[config.mk]
export PLATFORM = sky130hd
export DESIGN_NAME = mmu_top
export DESIGN_NICKNAME = d
export VERILOG_FILES = /design/src/hdl/mmu_pkg.sv /design/src/hdl/tlb_lookup_if.sv /design/src/hdl/tlb_entry_array.sv /design/src/hdl/xlat_req_stage.sv /design/src/hdl/xlat_req_fifo.sv /design/src/hdl/addr_translator.sv /design/src/hdl/mmu_top.sv
export SDC_FILE = /design/constraint.sdc
export NUM_CORES = 2
export LEC_CHECK = 0
export ABC_CLOCK_PERIOD_IN_PS = 3690
export BUFFER_PORTS_ARGS = -buffer_cell sky130_fd_sc_hd__buf_2
export CAP_MARGIN = 10
export CORE_MARGIN = 1.5
export CORE_UTILIZATION = 40
export CTS_BUF_LIST = sky130_fd_sc_hd__clkbuf_8 sky130_fd_sc_hd__clkbuf_16
export CTS_CLUSTER_DIAMETER = 200
export DETAILED_ROUTE_END_ITERATION = 7
export PLACE_DENSITY = 0.66
export SLEW_MARGIN = 15
export SYNTH_ARGS = -nofsm -noshare
export SYNTH_HDL_FRONTEND = slang
export SYNTH_SLANG_ARGS = --single-unit
[constraint.sdc]
create_clock -name clk -period 3.69 [get_ports clk]
set_input_delay 0.1845 -clock clk [delete_from_list [all_inputs] [get_ports clk]]
set_output_delay 0.1845 -clock clk [all_outputs]
set_load 0.1 [all_outputs]
[src/hdl/mmu_pkg.sv]
// MMU shared widths, TLB entry field layouts and segment encoding
package mmu_pkg;

    localparam int VA_W   = 32;
    localparam int ASID_W = 8;
    localparam int MASK_W = 12;
    localparam int PFN_W  = 20;
    localparam int VPN2_W = 19;

    localparam logic [2:0] CACHE_CACHEABLE = 3'd3;

    typedef struct packed {
        logic [5:0]       zero;
        logic [PFN_W-1:0] pfn;
        logic [2:0]       c;
        logic             d;
        logic             v;
        logic             g;
    } entrylo_fields_t;

    // Raw word on the CP0 side, fields inside the TLB
    typedef union packed {
        logic [31:0]     raw;
        entrylo_fields_t f;
    } entrylo_u;

    typedef struct packed {
        logic [VPN2_W-1:0] vpn2;
        logic [4:0]        zero;
        logic [ASID_W-1:0] asid;
    } entryhi_fields_t;

    typedef union packed {
        logic [31:0]     raw;
        entryhi_fields_t f;
    } entryhi_u;

    typedef struct packed {
        logic [MASK_W-1:0] mask;
        logic [VPN2_W-1:0] vpn2;
        logic [ASID_W-1:0] asid;
        logic              g;
        entrylo_fields_t   lo0;
        entrylo_fields_t   lo1;
    } tlb_entry_t;

    typedef enum logic [2:0] {
        useg,
        kseg0,
        kseg1,
        ksseg,
        kseg3
    } seg_e;

endpackage

[src/hdl/tlb_lookup_if.sv]
// TLB lookup bundle carrying entry contents and mode context to the translator
`timescale 1ns/100ps

interface tlb_lookup_if import mmu_pkg::*; #(
    parameter int IDX_BITS = 3
);

    localparam int NUM_ENTRIES = 2 ** IDX_BITS;

    tlb_entry_t        entries [NUM_ENTRIES];
    logic [ASID_W-1:0] cur_asid;
    logic              kernel_mode;
    logic              erl;
    logic              kseg0_cached;

    modport array (
        output entries,
        output cur_asid,
        output kernel_mode,
        output erl,
        output kseg0_cached
    );

    modport xlat (
        input entries,
        input cur_asid,
        input kernel_mode,
        input erl,
        input kseg0_cached
    );

endinterface

[src/hdl/tlb_entry_array.sv]
// Joint TLB entry storage with indexed write, indexed read and probe
`timescale 1ns/100ps

module tlb_entry_array import mmu_pkg::*; #(
    parameter int IDX_BITS = 3
) (
    input  logic                clk,
    input  logic                rst,
    input  logic                we_i,
    input  logic [IDX_BITS-1:0] index_i,
    input  logic [MASK_W-1:0]   mask_i,
    input  entryhi_u            entryhi_i,
    input  entrylo_u            entrylo0_i,
    input  entrylo_u            entrylo1_i,
    output logic [MASK_W-1:0]   mask_o,
    output entryhi_u            entryhi_o,
    output entrylo_u            entrylo0_o,
    output entrylo_u            entrylo1_o,
    output logic [31:0]         probe_index_o,
    input  logic                kernel_mode_i,
    input  logic                erl_i,
    input  logic                kseg0_cached_i,
    tlb_lookup_if.array         lk
);

    localparam int NUM_ENTRIES = 2 ** IDX_BITS;

    tlb_entry_t entries_q [NUM_ENTRIES];
    tlb_entry_t wr_entry;
    tlb_entry_t rd_entry;

    logic [VPN2_W-1:0]      wr_vpn_keep;
    logic [PFN_W-1:0]       wr_pfn_keep;
    logic [NUM_ENTRIES-1:0] probe_match;
    logic [IDX_BITS-1:0]    probe_idx;

    assign wr_vpn_keep = ~{{(VPN2_W - MASK_W){1'b0}}, mask_i};
    assign wr_pfn_keep = ~{{(PFN_W - MASK_W){1'b0}}, mask_i};

    // Page bits under the mask are dropped when the entry is written
    always_comb begin
        wr_entry      = '0;
        wr_entry.mask = mask_i;
        wr_entry.vpn2 = entryhi_i.f.vpn2 & wr_vpn_keep;
        wr_entry.asid = entryhi_i.f.asid;
        wr_entry.g    = entrylo0_i.f.g & entrylo1_i.f.g;

        wr_entry.lo0.pfn = entrylo0_i.f.pfn & wr_pfn_keep;
        wr_entry.lo0.c   = entrylo0_i.f.c;
        wr_entry.lo0.d   = entrylo0_i.f.d;
        wr_entry.lo0.v   = entrylo0_i.f.v;
        wr_entry.lo0.g   = wr_entry.g;

        wr_entry.lo1.pfn = entrylo1_i.f.pfn & wr_pfn_keep;
        wr_entry.lo1.c   = entrylo1_i.f.c;
        wr_entry.lo1.d   = entrylo1_i.f.d;
        wr_entry.lo1.v   = entrylo1_i.f.v;
        wr_entry.lo1.g   = wr_entry.g;
    end

    always_ff @(posedge clk) begin
        if (rst) begin
            for (int n = 0; n < NUM_ENTRIES; n++) begin
                entries_q[n]       <= '0;
                entries_q[n].lo0.c <= CACHE_CACHEABLE;
                entries_q[n].lo1.c <= CACHE_CACHEABLE;
            end
        end else if (we_i) begin
            entries_q[index_i] <= wr_entry;
        end
    end

    // TLBR view
    always_comb begin
        rd_entry              = entries_q[index_i];
        mask_o                = rd_entry.mask;
        entryhi_o.f.vpn2      = rd_entry.vpn2;
        entryhi_o.f.zero      = '0;
        entryhi_o.f.asid      = rd_entry.asid;
        entrylo0_o.f          = rd_entry.lo0;
        entrylo1_o.f          = rd_entry.lo1;
    end

    // TLBP compare against every entry
    for (genvar i = 0; i < NUM_ENTRIES; i++) begin : g_probe
        logic [VPN2_W-1:0] vpn_keep;

        assign vpn_keep = ~{{(VPN2_W - MASK_W){1'b0}}, entries_q[i].mask};
        assign probe_match[i] =
            ((entryhi_i.f.vpn2 & vpn_keep) == (entries_q[i].vpn2 & vpn_keep)) &&
            (entries_q[i].g || entries_q[i].asid == entryhi_i.f.asid);
    end

    always_comb begin
        probe_idx = '0;
        for (int i = 0; i < NUM_ENTRIES; i++) begin
            if (probe_match[i]) begin
                probe_idx = probe_idx | IDX_BITS'(i);
            end
        end
    end

    assign probe_index_o = {~|probe_match, {(31 - IDX_BITS){1'b0}}, probe_idx};

    assign lk.entries      = entries_q;
    assign lk.cur_asid     = entryhi_i.f.asid;
    assign lk.kernel_mode  = kernel_mode_i;
    assign lk.erl          = erl_i;
    assign lk.kseg0_cached = kseg0_cached_i;

endmodule

[src/hdl/xlat_req_stage.sv]
// Translation request producer gated by queue credits
`timescale 1ns/100ps

module xlat_req_stage import mmu_pkg::*; #(
    parameter int FIFO_DEPTH = 4
) (
    input  logic            clk,
    input  logic            rst,
    input  logic            req_valid_i,
    input  logic [VA_W-1:0] req_va_i,
    output logic            req_ready_o,
    input  logic            credit_i,
    output logic            push_o,
    output logic [VA_W-1:0] push_va_o
);

    localparam int CNT_W = $clog2(FIFO_DEPTH + 1);

    logic [CNT_W-1:0] credits_q;

    assign req_ready_o = credits_q != '0;
    assign push_o      = req_valid_i && req_ready_o;
    assign push_va_o   = req_va_i;

    always_ff @(posedge clk) begin
        if (rst) begin
            credits_q <= CNT_W'(FIFO_DEPTH);
        end else begin
            case ({push_o, credit_i})
                2'b10:   credits_q <= credits_q - 1'b1;
                2'b01:   credits_q <= credits_q + 1'b1;
                default: credits_q <= credits_q;
            endcase
        end
    end

endmodule

[src/hdl/xlat_req_fifo.sv]
// Request queue for virtual addresses, one credit returned per pop
`timescale 1ns/100ps

module xlat_req_fifo import mmu_pkg::*; #(
    parameter int FIFO_DEPTH = 4
) (
    input  logic            clk,
    input  logic            rst,
    input  logic            push_i,
    input  logic [VA_W-1:0] push_va_i,
    input  logic            pop_i,
    output logic            not_empty_o,
    output logic [VA_W-1:0] head_va_o,
    output logic            credit_o
);

    localparam int PTR_W = (FIFO_DEPTH > 1) ? $clog2(FIFO_DEPTH) : 1;
    localparam int CNT_W = $clog2(FIFO_DEPTH + 1);
    localparam logic [PTR_W-1:0] LAST = PTR_W'(FIFO_DEPTH - 1);

    logic [VA_W-1:0]  mem [FIFO_DEPTH];
    logic [PTR_W-1:0] wr_ptr_q;
    logic [PTR_W-1:0] rd_ptr_q;
    logic [CNT_W-1:0] count_q;

    assign not_empty_o = count_q != '0;
    assign head_va_o   = mem[rd_ptr_q];

    always_ff @(posedge clk) begin
        if (push_i) begin
            mem[wr_ptr_q] <= push_va_i;
        end
    end

    always_ff @(posedge clk) begin
        if (rst) begin
            wr_ptr_q <= '0;
            rd_ptr_q <= '0;
            count_q  <= '0;
            credit_o <= 1'b0;
        end else begin
            credit_o <= pop_i;
            if (push_i) begin
                wr_ptr_q <= (wr_ptr_q == LAST) ? '0 : wr_ptr_q + 1'b1;
            end
            if (pop_i) begin
                rd_ptr_q <= (rd_ptr_q == LAST) ? '0 : rd_ptr_q + 1'b1;
            end
            case ({push_i, pop_i})
                2'b10:   count_q <= count_q + 1'b1;
                2'b01:   count_q <= count_q - 1'b1;
                default: count_q <= count_q;
            endcase
        end
    end

endmodule

[src/hdl/addr_translator.sv]
// Address translator with segment decode, TLB match and registered response
`timescale 1ns/100ps

module addr_translator import mmu_pkg::*; #(
    parameter int IDX_BITS = 3
) (
    input  logic            clk,
    input  logic            rst,
    input  logic            not_empty_i,
    input  logic [VA_W-1:0] head_va_i,
    output logic            pop_o,
    tlb_lookup_if.xlat      lk,
    input  logic            resp_ready_i,
    output logic            resp_valid_o,
    output logic [VA_W-1:0] pa_o,
    output logic            hit_o,
    output logic            valid_o,
    output logic            dirty_o,
    output logic            cached_o,
    output logic            addr_err_o
);

    localparam int NUM_ENTRIES = 2 ** IDX_BITS;
    localparam int OFS_W       = VA_W - VPN2_W - 1;

    seg_e            seg;
    logic            mapped;
    logic            addr_err;
    logic [NUM_ENTRIES-1:0] match;
    entrylo_fields_t page [NUM_ENTRIES];
    logic [VA_W-1:0] page_pa [NUM_ENTRIES];
    logic [VA_W-1:0] tlb_pa;
    logic [2:0]      tlb_c;
    logic            tlb_v;
    logic            tlb_d;

    always_comb begin
        case (head_va_i[VA_W-1 -: 3])
            3'b100:  seg = kseg0;
            3'b101:  seg = kseg1;
            3'b110:  seg = ksseg;
            3'b111:  seg = kseg3;
            default: seg = useg;
        endcase
    end

    // Kernel sees everything; with erl set useg is unmapped
    always_comb begin
        mapped   = 1'b0;
        addr_err = 1'b0;
        case (seg)
            useg:         mapped = !(lk.kernel_mode && lk.erl);
            kseg0, kseg1: addr_err = !lk.kernel_mode;
            default: begin
                mapped   = lk.kernel_mode;
                addr_err = !lk.kernel_mode;
            end
        endcase
    end

    for (genvar i = 0; i < NUM_ENTRIES; i++) begin : g_match
        logic [VPN2_W-1:0] vpn_keep;
        logic [MASK_W:0]   odd_sel;

        assign vpn_keep = ~{{(VPN2_W - MASK_W){1'b0}}, lk.entries[i].mask};
        assign match[i] =
            ((head_va_i[VA_W-1 -: VPN2_W] & vpn_keep) == (lk.entries[i].vpn2 & vpn_keep)) &&
            (lk.entries[i].g || lk.entries[i].asid == lk.cur_asid);

        // One-hot on the bit just above the masked offset
        assign odd_sel = {lk.entries[i].mask, 1'b1} ^ {1'b0, lk.entries[i].mask};
        assign page[i] = |(head_va_i[OFS_W +: MASK_W + 1] & odd_sel) ?
                         lk.entries[i].lo1 : lk.entries[i].lo0;
        assign page_pa[i] = {page[i].pfn, {OFS_W{1'b0}}} |
            (head_va_i & {{(VA_W - MASK_W - OFS_W){1'b0}}, lk.entries[i].mask, {OFS_W{1'b1}}});
    end

    always_comb begin
        tlb_pa = '0;
        tlb_c  = '0;
        tlb_v  = 1'b0;
        tlb_d  = 1'b0;
        for (int i = 0; i < NUM_ENTRIES; i++) begin
            if (match[i]) begin
                tlb_pa = tlb_pa | page_pa[i];
                tlb_c  = tlb_c | page[i].c;
                tlb_v  = tlb_v | page[i].v;
                tlb_d  = tlb_d | page[i].d;
            end
        end
    end

    assign pop_o = not_empty_i && (!resp_valid_o || resp_ready_i);

    always_ff @(posedge clk) begin
        if (rst) begin
            resp_valid_o <= 1'b0;
        end else if (pop_o) begin
            resp_valid_o <= 1'b1;
        end else if (resp_ready_i) begin
            resp_valid_o <= 1'b0;
        end
    end

    always_ff @(posedge clk) begin
        if (pop_o) begin
            addr_err_o <= addr_err;
            if (mapped) begin
                pa_o     <= tlb_pa;
                hit_o    <= |match;
                valid_o  <= tlb_v;
                dirty_o  <= tlb_d;
                cached_o <= tlb_c == CACHE_CACHEABLE;
            end else begin
                pa_o     <= {3'b000, head_va_i[VA_W-4:0]};
                hit_o    <= 1'b1;
                valid_o  <= 1'b1;
                dirty_o  <= 1'b1;
                cached_o <= (seg == kseg0) && lk.kseg0_cached;
            end
        end
    end

endmodule

[src/hdl/mmu_top.sv]
// MMU top joining the TLB array, request queue and translator
`timescale 1ns/100ps

module mmu_top import mmu_pkg::*; #(
    parameter int IDX_BITS   = 3,
    parameter int FIFO_DEPTH = 4
) (
    input  logic                clk,
    input  logic                rst,
    input  logic                we_i,
    input  logic [IDX_BITS-1:0] index_i,
    input  logic [MASK_W-1:0]   mask_i,
    input  logic [31:0]         entryhi_i,
    input  logic [31:0]         entrylo0_i,
    input  logic [31:0]         entrylo1_i,
    output logic [MASK_W-1:0]   mask_o,
    output logic [31:0]         entryhi_o,
    output logic [31:0]         entrylo0_o,
    output logic [31:0]         entrylo1_o,
    output logic [31:0]         probe_index_o,
    input  logic                kernel_mode_i,
    input  logic                erl_i,
    input  logic                kseg0_cached_i,
    input  logic                req_valid_i,
    input  logic [VA_W-1:0]     req_va_i,
    output logic                req_ready_o,
    input  logic                resp_ready_i,
    output logic                resp_valid_o,
    output logic [VA_W-1:0]     pa_o,
    output logic                hit_o,
    output logic                valid_o,
    output logic                dirty_o,
    output logic                cached_o,
    output logic                addr_err_o
);

    logic            push;
    logic [VA_W-1:0] push_va;
    logic            credit;
    logic            not_empty;
    logic [VA_W-1:0] head_va;
    logic            pop;

    tlb_lookup_if #(.IDX_BITS(IDX_BITS)) lk ();

    tlb_entry_array #(.IDX_BITS(IDX_BITS)) u_array (
        .clk            (clk),
        .rst            (rst),
        .we_i           (we_i),
        .index_i        (index_i),
        .mask_i         (mask_i),
        .entryhi_i      (entryhi_i),
        .entrylo0_i     (entrylo0_i),
        .entrylo1_i     (entrylo1_i),
        .mask_o         (mask_o),
        .entryhi_o      (entryhi_o),
        .entrylo0_o     (entrylo0_o),
        .entrylo1_o     (entrylo1_o),
        .probe_index_o  (probe_index_o),
        .kernel_mode_i  (kernel_mode_i),
        .erl_i          (erl_i),
        .kseg0_cached_i (kseg0_cached_i),
        .lk             (lk.array)
    );

    xlat_req_stage #(.FIFO_DEPTH(FIFO_DEPTH)) u_req_stage (
        .clk         (clk),
        .rst         (rst),
        .req_valid_i (req_valid_i),
        .req_va_i    (req_va_i),
        .req_ready_o (req_ready_o),
        .credit_i    (credit),
        .push_o      (push),
        .push_va_o   (push_va)
    );

    xlat_req_fifo #(.FIFO_DEPTH(FIFO_DEPTH)) u_req_fifo (
        .clk         (clk),
        .rst         (rst),
        .push_i      (push),
        .push_va_i   (push_va),
        .pop_i       (pop),
        .not_empty_o (not_empty),
        .head_va_o   (head_va),
        .credit_o    (credit)
    );

    addr_translator #(.IDX_BITS(IDX_BITS)) u_translator (
        .clk          (clk),
        .rst          (rst),
        .not_empty_i  (not_empty),
        .head_va_i    (head_va),
        .pop_o        (pop),
        .lk           (lk.xlat),
        .resp_ready_i (resp_ready_i),
        .resp_valid_o (resp_valid_o),
        .pa_o         (pa_o),
        .hit_o        (hit_o),
        .valid_o      (valid_o),
        .dirty_o      (dirty_o),
        .cached_o     (cached_o),
        .addr_err_o   (addr_err_o)
    );

endmodule

==> flow_summary.toml <==
[clock_network]
clk_latency_ns = 0.76
cts_buffers = 100
cts_buffer_depth = 3
clkSlewWorstSetupHoldPaths_ns = 0.06
cts_tree = "built"
clockRootBuffer = "clkbuf_16"
clock_sinks = 899
htree_levels = 3

[route]
wl_met1_um = 97400
ant_nets = 0
top_layer = "met5"
wl_per_cell_um = 31.87
drtPass1Iterations = 8
drt_wl_total_um = 251700
via_per_inst = 6.207
drtIter0Drc = 6931
drc = 0
met2_wirelength_um = 108600
wl_met3_um = 29600
vias = 49020

[floorplanning]
dieArea_sq_um = 126000
io_pins = 330
core_area_sq_um = 122400
dieHeight_um = 355.0
die_x_um = 355.0
initial_utilization = 0.4050
rows = 128

[timing]
grt_setup_unrepaired = "true"
max_freq_ghz = 0.2623
setup_ws_ns = -0.1220
period_minus_slack_ns = 3.812
max_slew.worst_pin.slew_ns = 1.164
hold_violations = 0
setup_viol = 30
finClkSkew_ns = 0.05381
finalCritPeriodShare = 1.033
maxSlewViolCount = 0
slew_headroom = 0.2243

[setup_path]
r2r_end = "u_translator.valid_o$_SDFFCE_PN1P_"
worst-setup-path-type = "flop to primary output"
crit_path_start_kind = "flop"
reg2reg_setup_slack_ns = -0.12
crit_slowest_cell = "xnor2_1"
cp-endpoint = "probe_index_o[0]"
reg2regPathDepth = 12
arrival_ns = 3.63
worstSetupPathDepth = 7
slowest_delay_ns = 0.70
worst-path-buf-inv = 2
crit_path_max_fanout = 2
path_delay_family = "simple AND/OR/NAND/NOR gates"
startpoint = "u_array.lk.entries[83]$_SDFFE_PP0P_"
critPathRequiredTime_ns = 3.51
crit_path_cell_trace = "xnor2_1, o22ai_1, nor4_1, buf_4, nand2_1, nand4b_1, buf_2"
end_kind = "primary output"

[finish]
final-instance-count-excl-fill = 7898
layout-drive-gt1-share = 0.2493
nets = 6341
area_growth_pct = 25.22
post-route-util = 0.5072

[pwr]
p_per_area_nw_per_um2 = 589.0
p_leak_nw = 22.59
worst_ir_drop_vdd_uv = 1303

[logic_synthesis]
ys_types = 89
syn_area_sq_um = 49560
ys_ff_latch = 899
synthFlopType = "dfxtp_1"
ys_seq_area_frac = 0.3965
syn-instance-count = 5670
ys_warn_count = 0
synthArstFlopShare = 0
avgSynthCellArea_sq_um = 8.741
synth-edff-count = 165

[global_route]
grt_pass1_vias = 45890
grt_antenna_before_repair = 14
grt_overflow = 0
track_usage = 0.3856
grt_max_degree = 134
grt_first_pass_wirelength_um = 349500

[placement]
dp_cells = 7516
dp_hpwl_um = 178400
io_buffers = 267
gp_congestion = 1.088

[status]
outcome = "complete, but fails checks"
violations = "negative setup slack"

[job]
max-cap-violations = 0

[min_path]
hold_class = "input port to flop"
worst min-delay path by stage:
stage / cells past startpoint / startpoint / to / slack (ns)
floorplan: 0 / req_va_i[0] / u_req_fifo.mem[0][0]$_DFFE_PP_ / 0.28
finish: 4 / entrylo0_i[14] / u_array.lk.entries[150]$_SDFFE_PP0P_ / 0.06
detailed placement: 1 / req_va_i[0] / u_req_fifo.mem[3][0]$_DFFE_PP_ / 0.41
global route: 4 / entrylo0_i[14] / u_array.lk.entries[774]$_SDFFE_PP0P_ / 0.05
CTS: 4 / entrylo0_i[14] / u_array.lk.entries[150]$_SDFFE_PP0P_ / 0.01
global placement: 1 / req_va_i[4] / u_req_fifo.mem[2][4]$_DFFE_PP_ / 0.40
synth_stat cells (24+ instances only):
master       n  share of area
a21oi_1    821          0.083
buf_1       52         0.0039
buf_2       41         0.0041
buf_4       51         0.0077
clkbuf_1   372          0.028
clkbuf_2    64         0.0065
dfxtp_1    734           0.30
edfxtp_1   165           0.10
inv_1       54         0.0041
mux2_2     117          0.027
mux2i_1    202          0.041
mux4_2     212          0.096
nand2_1   1574           0.12
nand3_1     31         0.0031
nand3b_1    51         0.0077
nand4_1     24         0.0030
nor2_1      95         0.0072
nor2b_1     63         0.0080
nor3_1      36         0.0036
nor4_1      57         0.0072
o21ai_0     31         0.0031
o22ai_1    117          0.015
xnor2_1    200          0.035
xor2_1     195          0.034
per-stage QoR:
step | area (sq um) | setup WS [ns] | hold WS [ns] | power, W | setup TNS, ns
detailed placement | 55250 | -0.5371 | 0.4060 | 0.02388 | -9.097
global route | 62040 | -0.1596 | 0.04655 | 0.03719 | -3.051
global placement | 55250 | -0.5963 | 0.4002 | 0.02385 | -9.133
floorplan | 49740 | 0.01942 | 0.2834 | 0.01864 | 0
CTS | 60740 | -0.09135 | 0.01469 | 0.03528 | -0.5662
finish | 62060 | -0.1220 | 0.06295 | 0.03655 | -1.939
layout by cell type, fill, tap and decap left out, types with 19 or more instances in the layout:
| master | n |
|---|---|
| mux4_2 | 212 |
| dlygate4sd3_1 | 112 |
| nor4_1 | 52 |
| clkbuf_8 | 21 |
| inv_1 | 73 |
| dfxtp_1 | 731 |
| buf_12 | 80 |
| nand2_1 | 1565 |
| xor2_1 | 194 |
| nand3b_1 | 51 |
| buf_6 | 36 |
| nand4_1 | 24 |
| xnor2_1 | 194 |
| mux2i_1 | 173 |
| mux2_2 | 113 |
| buf_4 | 462 |
| clkbuf_16 | 105 |
| conb_1 | 45 |
| nand3_1 | 25 |
| nand2b_1 | 22 |
| mux2i_4 | 19 |
| edfxtp_1 | 165 |
| nor3_1 | 27 |
| nor2_1 | 87 |
| o21ai_0 | 23 |
| nor2b_1 | 62 |
| a21oi_1 | 800 |
| buf_2 | 260 |
| o22ai_1 | 108 |
routing by layer:
| metal | vias up | track usage |
|---|---|---|
| li1 | 20630 | - |
| met1 | 24070 | 0.5083 |
| met2 | 3565 | 0.5786 |
| met3 | 744 | 0.09851 |
| met4 | 10 | 0.2074 |
| met5 | - | 0 |
power breakdown:
group,switching (W),internal (W)
Combinational,0.00922,0.00548
Clock,0.00452,0.00615
Sequential,0.000467,0.0107
timing repair:
| action | in CTS | in global routing |
|---|---|---|
| gates resized for setup | 126 | 182 |
| cloned | 3 | 3 |
| hold buffers | 112 | 0 |
| pin swaps | 31 | 68 |
| setup endpoints to repair | 37 | 40 |
| setup buffers | 29 | 47 |
| hold endpoints to repair | 719 | 0 |
logic make-up after synthesis:
kind of cell / Yosys count / share of synthesized area
compound gates: 1154 / 0.1325
xor+xnor: 395 / 0.06981
fa+ha+maj: 9 / 0.002575
buf+inv: 657 / 0.05983
flops: 899 / 0.3965
mux: 539 / 0.1663
other cells: 1 / 0.00007567
simple gates: 2016 / 0.1725
worst min-delay path, cell delays in order:
cell	delay (ns)
buf_2	0.09
nor2b_1	0.31
nand2_1	0.13
a21oi_1	0.05
layout make-up:
| type | count | area (sq um) |
|---|---|---|
| Antenna cell | 7 | 17.52 |
| Multi-Input combinational cell | 4158 | 28410 |
| Timing Repair Buffer | 968 | 8225 |
| Fill cell | 11290 | 60300 |
| Clock inverter | 65 | 688.2 |
| Tap cell | 1625 | 2033 |
| Inverter | 54 | 206.4 |
| Sequential cell | 899 | 19660 |
| Clock buffer | 122 | 2816 |
state kept, by name, indices dropped and copies added, names as in the netlist, named ones only:
name,cells
u_array.lk.entries,720
u_req_fifo.count_q,3
u_req_fifo.credit_o,1
u_req_fifo.mem,128
u_req_fifo.rd_ptr_q,2
u_req_fifo.wr_ptr_q,2
u_req_stage.credits_q,3
u_translator.addr_err_o,1
u_translator.cached_o,1
u_translator.dirty_o,1
u_translator.hit_o,1
u_translator.pa_o,32
u_translator.resp_valid_o,1
u_translator.valid_o,1
(Power assumes the default switching activity.)
